==> config.mk <==
export PLATFORM = sky130hd
export DESIGN_NAME = branch_predictor
export DESIGN_NICKNAME = d
export VERILOG_FILES = /design/src/bp_pkg.sv /design/src/bp_update_if.sv /design/src/bp_btb.sv /design/src/bp_gshare.sv /design/src/bp_history_queue.sv /design/src/bp_ras.sv /design/src/bp_select.sv /design/src/branch_predictor.sv
export SDC_FILE = /design/constraint.sdc
export NUM_CORES = 2
export LEC_CHECK = 0
export BUFFER_PORTS_ARGS = -buffer_cell sky130_fd_sc_hd__buf_2
export CAP_MARGIN = 20
export CORE_AREA = 8 8 619 621
export DETAILED_ROUTE_END_ITERATION = 8
export DIE_AREA = 0 0 627 629
export SYNTH_ARGS = -nofsm -noshare
export SYNTH_HDL_FRONTEND = slang
export SYNTH_HIERARCHICAL = 1
export SYNTH_SLANG_ARGS = --single-unit
==> constraint.sdc <==
create_clock -name clock -period 9.95 [get_ports clock]
set_input_delay 1.99 -clock clock [delete_from_list [all_inputs] [get_ports clock]]
set_output_delay 1.99 -clock clock [all_outputs]
set_load 0.02 [all_outputs]
==> src/bp_pkg.sv <==
/* Sizes and shared types for the branch predictor
   PC_W above 2 + BTB index + BTB tag bits, table sizes are powers of two */
package bp_pkg;

	// ------------------------------
	// Sizes
	// ------------------------------
	localparam int PC_W        = 32;
	localparam int GHR_W       = 8;
	localparam int PHT_ENTRIES = 2 ** GHR_W;

	// Direct mapped, indexed by pc[BTB_IDX_W+1:2]
	localparam int BTB_ENTRIES = 64;
	localparam int BTB_IDX_W   = $clog2(BTB_ENTRIES);
	localparam int BTB_TAG_W   = 8;

	localparam int RAS_DEPTH   = 8;
	localparam int RAS_PTR_W   = $clog2(RAS_DEPTH);

	// One checkpoint per cond branch in flight
	localparam int HQ_DEPTH    = 8;
	localparam int HQ_TAG_W    = 3;

	// ------------------------------
	// Types
	// ------------------------------
	typedef enum logic [1:0] {
		kind_cond = 2'd0,
		kind_jump = 2'd1,
		kind_call = 2'd2,
		kind_ret  = 2'd3
	} branch_kind_t;

	// Queue position of a history checkpoint
	typedef logic [HQ_TAG_W-1:0] hq_tag_t;

endpackage

==> src/bp_update_if.sv <==
/* Retire update bus toward the storage blocks
   valid is a single-cycle strobe, no back-pressure */
`timescale 1ns/1ps

interface bp_update_if;

	logic                      valid;
	bp_pkg::branch_kind_t      kind;
	logic [bp_pkg::PC_W-1:0]   pc;
	// Resolved target of the branch
	logic [bp_pkg::PC_W-1:0]   target;
	logic                      taken;
	// Low when the prediction was wrong
	logic                      correct;
	bp_pkg::hq_tag_t           tag;

	// Top level drives
	modport source (output valid, kind, pc, target, taken, correct, tag);

	// BTB, gshare and history queue read
	modport sink (input valid, kind, pc, target, taken, correct, tag);

endinterface

==> src/bp_btb.sv <==
/* Direct-mapped tagged BTB, one way only
   Written on taken non-return retires, aliasing PCs replace each other */
`timescale 1ns/1ps

module bp_btb (
	input  logic                     clock,
	input  logic                     reset,
	input  logic [bp_pkg::PC_W-1:0]  lookup_pc,
	output logic                     hit,
	output logic [bp_pkg::PC_W-1:0]  target,
	bp_update_if.sink                update
);
	import bp_pkg::*;

	logic [BTB_ENTRIES-1:0] valid;
	logic [BTB_TAG_W-1:0]   tags    [BTB_ENTRIES];
	logic [PC_W-1:0]        targets [BTB_ENTRIES];

	logic [BTB_IDX_W-1:0]   rd_idx;
	logic [BTB_TAG_W-1:0]   rd_tag;
	logic [BTB_IDX_W-1:0]   wr_idx;
	logic [BTB_TAG_W-1:0]   wr_tag;
	logic                   write;

	// ------------------------------
	// Lookup
	// ------------------------------
	// Index just above bit 1, tag right above the index
	assign rd_idx = lookup_pc[BTB_IDX_W+1:2];
	assign rd_tag = lookup_pc[BTB_TAG_W+BTB_IDX_W+1:BTB_IDX_W+2];
	assign hit    = valid[rd_idx] && (tags[rd_idx] == rd_tag);
	assign target = targets[rd_idx];

	// ------------------------------
	// Retire write
	// ------------------------------
	assign wr_idx = update.pc[BTB_IDX_W+1:2];
	assign wr_tag = update.pc[BTB_TAG_W+BTB_IDX_W+1:BTB_IDX_W+2];
	// Returns go through the RAS
	assign write  = update.valid && update.taken && (update.kind != kind_ret);

	always_ff @(posedge clock) begin
		if (reset) begin
			valid <= '0;
		end else if (write) begin
			valid[wr_idx] <= 1'b1;
		end
	end

	always_ff @(posedge clock) begin
		if (write) begin
			tags[wr_idx]    <= wr_tag;
			targets[wr_idx] <= update.target;
		end
	end

endmodule

==> src/bp_gshare.sv <==
/* Gshare direction predictor, index is pc[GHR_W+1:2] xor history
   Retire restore wins over a lookup shift in the same cycle */
`timescale 1ns/1ps

module bp_gshare (
	input  logic                      clock,
	input  logic                      reset,
	input  logic                      lookup,
	input  logic                      lookup_cond,
	input  logic [bp_pkg::PC_W-1:0]   lookup_pc,
	output logic                      predict_taken,
	output logic [bp_pkg::GHR_W-1:0]  history,
	bp_update_if.sink                 update,
	input  logic [bp_pkg::GHR_W-1:0]  checkpoint
);
	import bp_pkg::*;

	// Counter table, 1 = weakly not taken
	logic [1:0]       pht [PHT_ENTRIES];
	logic [GHR_W-1:0] lookup_idx;
	logic [GHR_W-1:0] train_idx;
	logic             train;
	logic             restore;

	// ------------------------------
	// Lookup side
	// ------------------------------
	assign lookup_idx    = lookup_pc[GHR_W+1:2] ^ history;
	assign predict_taken = pht[lookup_idx][1];

	// ------------------------------
	// Retire side
	// ------------------------------
	// Counter the branch used at lookup, found via its checkpoint
	assign train_idx = update.pc[GHR_W+1:2] ^ checkpoint;
	assign train     = update.valid && (update.kind == kind_cond);
	assign restore   = train && !update.correct;

	// History register
	always_ff @(posedge clock) begin
		if (reset) begin
			history <= '0;
		end else if (restore) begin
			// Rebuild from checkpoint with the real outcome
			history <= {checkpoint[GHR_W-2:0], update.taken};
		end else if (lookup && lookup_cond) begin
			// Speculative shift of the predicted bit
			history <= {history[GHR_W-2:0], predict_taken};
		end
	end

	// Saturating 2-bit counters
	always_ff @(posedge clock) begin
		if (reset) begin
			for (int i = 0; i < PHT_ENTRIES; i++) begin
				pht[i] <= 2'd1;
			end
		end else if (train) begin
			if (update.taken) begin
				if (pht[train_idx] != 2'd3)
					pht[train_idx] <= pht[train_idx] + 2'd1;
			end else begin
				if (pht[train_idx] != 2'd0)
					pht[train_idx] <= pht[train_idx] - 2'd1;
			end
		end
	end

endmodule

==> src/bp_history_queue.sv <==
/* Circular queue of history checkpoints, retires in order
   Push while full overwrites a live entry; the fetch side must avoid it */
`timescale 1ns/1ps

module bp_history_queue (
	input  logic                      clock,
	input  logic                      reset,
	input  logic                      push,
	input  logic [bp_pkg::GHR_W-1:0]  history_in,
	output bp_pkg::hq_tag_t           push_tag,
	bp_update_if.sink                 update,
	output logic [bp_pkg::GHR_W-1:0]  checkpoint,
	output logic                      full
);
	import bp_pkg::*;

	logic [GHR_W-1:0] entries [HQ_DEPTH];
	hq_tag_t          tail;
	// One wider than a tag so full is visible
	logic [HQ_TAG_W:0] count;
	logic             retire;
	logic             flush;

	// Tag is the slot the checkpoint lands in
	assign push_tag   = tail;
	assign checkpoint = entries[update.tag];
	assign full       = (count == (HQ_TAG_W+1)'(HQ_DEPTH));

	assign retire = update.valid && (update.kind == kind_cond) && update.correct;
	assign flush  = update.valid && (update.kind == kind_cond) && !update.correct;

	// ------------------------------
	// Pointers
	// ------------------------------
	// Oldest entry sits count slots behind tail
	always_ff @(posedge clock) begin
		if (reset) begin
			tail  <= '0;
			count <= '0;
		end else if (flush) begin
			// Younger entries are wrong path, drop everything
			tail  <= update.tag + 1'b1;
			count <= '0;
		end else begin
			if (push)
				tail <= tail + 1'b1;
			if (push && !retire)
				count <= count + 1'b1;
			else if (retire && !push)
				count <= count - 1'b1;
		end
	end

	// Checkpoint storage
	always_ff @(posedge clock) begin
		if (push && !flush)
			entries[tail] <= history_in;
	end

endmodule

==> src/bp_ras.sv <==
/* Circular return address stack, not repaired on mispredicts
   Push when full drops the oldest address */
`timescale 1ns/1ps

module bp_ras (
	input  logic                     clock,
	input  logic                     reset,
	input  logic                     push,
	input  logic                     pop,
	input  logic [bp_pkg::PC_W-1:0]  push_pc,
	output logic [bp_pkg::PC_W-1:0]  top,
	output logic                     non_empty
);
	import bp_pkg::*;

	logic [PC_W-1:0]      stack [RAS_DEPTH];
	// Next free slot, wraps around
	logic [RAS_PTR_W-1:0] ptr;
	logic [RAS_PTR_W:0]   count;

	assign top       = stack[ptr - 1'b1];
	assign non_empty = (count != '0);

	always_ff @(posedge clock) begin
		if (reset) begin
			ptr   <= '0;
			count <= '0;
		end else if (push) begin
			ptr <= ptr + 1'b1;
			// Saturate, oldest slot gets reused
			if (count != (RAS_PTR_W+1)'(RAS_DEPTH))
				count <= count + 1'b1;
		end else if (pop && non_empty) begin
			ptr   <= ptr - 1'b1;
			count <= count - 1'b1;
		end
	end

	always_ff @(posedge clock) begin
		if (push)
			stack[ptr] <= push_pc;
	end

endmodule

==> src/bp_select.sv <==
/* Second stage, next-PC choice and prediction register
   pred_tag only means something for cond branches */
`timescale 1ns/1ps

module bp_select (
	input  logic                     clock,
	input  logic                     reset,
	input  logic                     stage_valid,
	input  bp_pkg::branch_kind_t     stage_kind,
	input  logic [bp_pkg::PC_W-1:0]  stage_pc,
	input  logic                     predict_taken,
	input  logic                     btb_hit,
	input  logic [bp_pkg::PC_W-1:0]  btb_target,
	input  logic                     ras_valid,
	input  logic [bp_pkg::PC_W-1:0]  ras_top,
	input  bp_pkg::hq_tag_t          stage_tag,
	output logic                     pred_valid,
	output logic [bp_pkg::PC_W-1:0]  pred_pc,
	output logic                     pred_taken,
	output bp_pkg::hq_tag_t          pred_tag
);
	import bp_pkg::*;

	logic            use_target;
	logic [PC_W-1:0] next_pc;

	// Taken only when a real target is known
	always_comb begin
		unique case (stage_kind)
			kind_cond: use_target = predict_taken && btb_hit;
			kind_jump: use_target = btb_hit;
			kind_call: use_target = btb_hit;
			kind_ret:  use_target = ras_valid;
			default:   use_target = 1'b0;
		endcase
		if (!use_target)
			next_pc = stage_pc + PC_W'(4);
		else if (stage_kind == kind_ret)
			next_pc = ras_top;
		else
			next_pc = btb_target;
	end

	always_ff @(posedge clock) begin
		if (reset)
			pred_valid <= 1'b0;
		else
			pred_valid <= stage_valid;
	end

	// Payload
	always_ff @(posedge clock) begin
		pred_pc    <= next_pc;
		pred_taken <= use_target;
		pred_tag   <= stage_tag;
	end

endmodule

==> src/branch_predictor.sv <==
/* Fetch-side branch predictor, two-stage lookup with retire training
   At most HQ_DEPTH cond branches in flight, strobes have no back-pressure */
`timescale 1ns/1ps

module branch_predictor (
	input  logic                     clock,
	input  logic                     reset,
	input  logic                     lookup_valid,
	input  bp_pkg::branch_kind_t     lookup_kind,
	input  logic [bp_pkg::PC_W-1:0]  lookup_pc,
	input  logic                     retire_valid,
	input  bp_pkg::branch_kind_t     retire_kind,
	input  logic [bp_pkg::PC_W-1:0]  retire_pc,
	input  logic [bp_pkg::PC_W-1:0]  retire_target,
	input  logic                     retire_taken,
	input  logic                     retire_correct,
	input  bp_pkg::hq_tag_t          retire_tag,
	output logic                     pred_valid,
	output logic [bp_pkg::PC_W-1:0]  pred_pc,
	output logic                     pred_taken,
	output bp_pkg::hq_tag_t          pred_tag
);
	import bp_pkg::*;

	bp_update_if update_bus ();

	logic             lookup_cond;
	logic             hq_push;
	logic             ras_push;
	logic             ras_pop;
	logic             gs_taken;
	logic [GHR_W-1:0] history;
	logic [GHR_W-1:0] checkpoint;
	hq_tag_t          push_tag;
	logic             btb_hit;
	logic [PC_W-1:0]  btb_target;
	logic [PC_W-1:0]  ras_top;
	logic             ras_non_empty;

	// Stage-1 registers
	logic             s1_valid;
	branch_kind_t     s1_kind;
	logic [PC_W-1:0]  s1_pc;
	logic             s1_taken;
	logic             s1_hit;
	logic [PC_W-1:0]  s1_target;
	hq_tag_t          s1_tag;
	logic             s1_ras_valid;
	logic [PC_W-1:0]  s1_ras_top;

	// ------------------------------
	// Retire bus and kind decode
	// ------------------------------
	assign update_bus.valid   = retire_valid;
	assign update_bus.kind    = retire_kind;
	assign update_bus.pc      = retire_pc;
	assign update_bus.target  = retire_target;
	assign update_bus.taken   = retire_taken;
	assign update_bus.correct = retire_correct;
	assign update_bus.tag     = retire_tag;

	assign lookup_cond = (lookup_kind == kind_cond);
	assign hq_push     = lookup_valid && lookup_cond;
	assign ras_push    = lookup_valid && (lookup_kind == kind_call);
	assign ras_pop     = lookup_valid && (lookup_kind == kind_ret);

	// ------------------------------
	// Storage blocks
	// ------------------------------
	bp_gshare gshare_inst (
		.clock(clock), .reset(reset), .lookup(lookup_valid), .lookup_cond(lookup_cond),
		.lookup_pc(lookup_pc), .predict_taken(gs_taken), .history(history),
		.update(update_bus), .checkpoint(checkpoint)
	);

	// Checkpoint is the history before this branch shifts in
	bp_history_queue queue_inst (
		.clock(clock), .reset(reset), .push(hq_push), .history_in(history),
		.push_tag(push_tag), .update(update_bus), .checkpoint(checkpoint), .full()
	);

	bp_btb btb_inst (
		.clock(clock), .reset(reset), .lookup_pc(lookup_pc), .hit(btb_hit),
		.target(btb_target), .update(update_bus)
	);

	// Return address is the instruction after the call
	bp_ras ras_inst (
		.clock(clock), .reset(reset), .push(ras_push), .pop(ras_pop),
		.push_pc(lookup_pc + PC_W'(4)), .top(ras_top), .non_empty(ras_non_empty)
	);

	// ------------------------------
	// Stage 1
	// ------------------------------
	always_ff @(posedge clock) begin
		if (reset)
			s1_valid <= 1'b0;
		else
			s1_valid <= lookup_valid;
	end

	always_ff @(posedge clock) begin
		if (lookup_valid) begin
			s1_kind      <= lookup_kind;
			s1_pc        <= lookup_pc;
			s1_taken     <= gs_taken;
			s1_hit       <= btb_hit;
			s1_target    <= btb_target;
			s1_tag       <= push_tag;
			// Top before the pop of this return
			s1_ras_valid <= ras_non_empty;
			s1_ras_top   <= ras_top;
		end
	end

	bp_select select_inst (
		.clock(clock), .reset(reset), .stage_valid(s1_valid), .stage_kind(s1_kind),
		.stage_pc(s1_pc), .predict_taken(s1_taken), .btb_hit(s1_hit),
		.btb_target(s1_target), .ras_valid(s1_ras_valid), .ras_top(s1_ras_top),
		.stage_tag(s1_tag), .pred_valid(pred_valid), .pred_pc(pred_pc),
		.pred_taken(pred_taken), .pred_tag(pred_tag)
	);

endmodule

==> flow_metrics.py <==
metrics = {
    "pwr": {
        "pwr-share-clk_pct": 40.5,
        "seq_power_share_pct": 50.3,
        "powerDensity_mw_per_mm2": 201.1,
        "power_switching_uw": 8172,
        "power_uw": 33690,
        "combinationalPowerShare_pct": 9.2,
        "switching_share_pct": 24.25,
        "intPower_uw": 25520,
        "p_leak_uw": 0.05182,
        "ir_worst_vdd_v": 0.0002417,
    },
    "timing": {
        "period_share_pct": 82.01,
        "hold_viol_final": 0,
        "finalSetupViolCount": 0,
        "min_period_ps": 8160,
        "fin_tns_setup_ps": 0,
        "rsz0062_at_grt": "no",
        "slew_viol_final": 0,
        "timing.fmax_mhz": 122.6,
        "tightest_slew_ps": 1265,
        "clock_skew_ps": 89.98,
        "relSlewSlack_pct": 15.67,
    },
    "clock_network": {
        "cts_hold_buf": 0,
        "clockBufferDepth": 4,
        "cts_tree": "built",
        "cts_sinks": 3616,
        "cts_buffers": 374,
        "clock_latency_ps": 950,
        "post-cts-setup-buffer-count": 0,
        "root_buffer": "clkbuf_16",
        "h-tree-depth": 5,
        "clk_pin_slew_worst_paths_ps": 60,
        "cts.repair.resized": 0,
    },
    "final_layout": {
        "utilization_pct": 44.86,
        "drive_above_1_share_pct": 25.44,
        "syn_to_final_growth_pct": 12.89,
        "final_net_count": 7849,
    },
    "critical_path": {
        "critical-path-top-delay-family": "simple AND/OR/NAND/NOR gates",
        "critPathLaunchType": "input port",
        "arrival_ps": 8780,
        "timing.rr.end": "gshare_inst/pht[226][0]",
        "crit_slowest_cell": "nor4_2",
        "rrSetupSlack_ps": 3080,
        "critPathBufInv": 3,
        "r2r-start": "queue_inst/entries[2][1]",
        "path_max_fanout": 116,
        "slowest_delay_ps": 920,
        "crit_chain": "buf_2, mux4_1, mux2_2, xnor2_1, nor3_4, buf_4, a32oi_1, a41oi_1, a21oi_1, a21oi_1, nor4_2, nand3_4, buf_12, a41o_1",
        "endpoint_kind": "register",
        "rr_worst_depth": 13,
        "path_common_cell": "a21oi_1",
        "worstSetupPathType": "in -> reg",
        "crit_required_ps": 10570,
    },
    "synth": {
        "postSynthCellCount": 7656,
        "syn-mean-instance-area_sq_um": 19.39,
        "synth_warnings": 6,
        "syn_nets": 7775,
        "netlist_area_sq_mm": 0.1485,
    },
    "floorplan": {
        "core_sq_mm": 0.3736,
        "die_w_um": 627,
        "rows": 225,
        "start_util_pct": 39.74,
        "die_area_sq_mm": 0.3944,
        "die_y_um": 629,
        "io_pins": 146,
    },
    "grt": {
        "grt_max_degree": 161,
        "grt_pass1_wl_um": 615600,
        "grt_overflow": 0,
        "grt_pass1_vias": 81940,
        "globalRouteTotalUtil_pct": 21.49,
        "antenna_found_initial": 44,
    },
    "hold_path": {
        "hold_path_end": "select_inst/pred_tag[2]",
        "hold_path_depth": 0,
        "hold_start": "s1_tag[2]",
        "holdCritPathClass": "reg -> reg",
    },
    "detailed_routing": {
        "drtIter0Drc": 11730,
        "wirelength_um": 438600,
        "viasPerCell": 6.291,
        "first_pass_iters": 7,
        "ant_nets": 0,
        "drc_errors": 0,
        "vias": 82080,
        "wl_per_cell_um": 33.62,
    },
    "job": {
        "timing.max_cap.violations": 0,
    },
    "placement": {
        "gp_congestion": 0.8491,
        "port_buffers": 127,
        "place_hpwl_um": 239800,
    },
    "status": {
        "status": "finished, final reports clean",
    },
}
-- state kept, by name, summed over array words and instances, names as in the netlist, 4 cells and up --
| name | count |
|---|---|
| s1_ras_top | 32 |
| btb_inst/valid | 64 |
| btb_inst/targets | 2048 |
| ras_inst/count | 4 |
| gshare_inst/history | 8 |
| ras_inst/stack | 256 |
| queue_inst/entries | 64 |
| select_inst/pred_pc | 32 |
| s1_target | 32 |
| btb_inst/tags | 512 |
| gshare_inst/pht | 512 |
| s1_pc | 32 |
-- layout make-up --
class / count / area, sq um
Fill cell: 31500 / 206000
Sequential cell: 3616 / 107400
Multi-Input combinational cell: 3347 / 38990
Clock buffer: 491 / 10030
Tap cell: 4994 / 6248
Timing Repair Buffer: 369 / 3114
Clock inverter: 181 / 1670
Inverter: 22 / 83.83
Antenna cell: 28 / 70.07
-- power groups by stage --
stage | Combinational, uW | Clock [uW] | Sequential [uW]
floorplan | 1790 | 0 | 17300
global placement | 2980 | 0 | 17300
detailed placement | 3030 | 0 | 17300
CTS | 3030 | 13800 | 16900
global route | 3210 | 14300 | 16900
finish | 3110 | 13600 | 16900
-- placed cells by master (no fill, tap or decap), types with 19 or more instances in the layout --
cell          n
clkbuf_16   379
buf_4       195
nor2b_1      48
inv_1        20
clkinv_2     50
a22oi_1      32
mux4_2      948
clkbuf_1     98
mux2i_1     162
diode_2      28
bufinv_16    26
nand3_1     299
clkinv_1     69
nor2_1      205
xnor2_1      40
a21oi_1      40
a31oi_1      30
a211oi_1     47
xor2_1       35
mux2_2       46
edfxtp_1   3496
buf_12       36
a2111oi_0   258
buf_2       118
nor2_4       86
a41o_1      256
a32oi_1     117
nand2_1     377
nand4_1      35
mux4_1       19
dfxtp_1     119
-- worst max-delay path by stage --
stage                             start                       to  slack (ps)  cells after the start
after floorplan           retire_tag[0]  gshare_inst/pht[123][0]        3570                     19
after detailed placement  retire_tag[0]   gshare_inst/pht[50][1]        1150                     14
after global placement    retire_tag[0]   gshare_inst/pht[18][0]        1300                     14
after CTS                 retire_tag[0]  gshare_inst/pht[239][1]        2090                     14
after global routing      retire_tag[0]  gshare_inst/pht[226][0]        1770                     14
final                     retire_tag[0]  gshare_inst/pht[226][0]        1790                     14
-- per-layer routing --
metal	GRT usage, %	up-vias	wire length, um
li1	-	32630	-
met1	29.64	43870	174300
met2	34.25	4702	207400
met3	4.540	869	41310
met4	6.877	14	15550
met5	0	-	84
-- metrics by stage --
step | cells | worst slack [ps] | instance area, sq um | hold WS [ps]
after global routing | 13030 | 1765 | 167500 | 366.4
after CTS | 13010 | 2093 | 167200 | 354.7
after global placement | 12320 | 1296 | 155300 | 336.5
after detailed placement | 12330 | 1154 | 155500 | 340.5
final | 13050 | 1790 | 167600 | 353.8
after floorplan | 7656 | 3565 | 148500 | 323.3
Power figures use the tool's default switching activity.
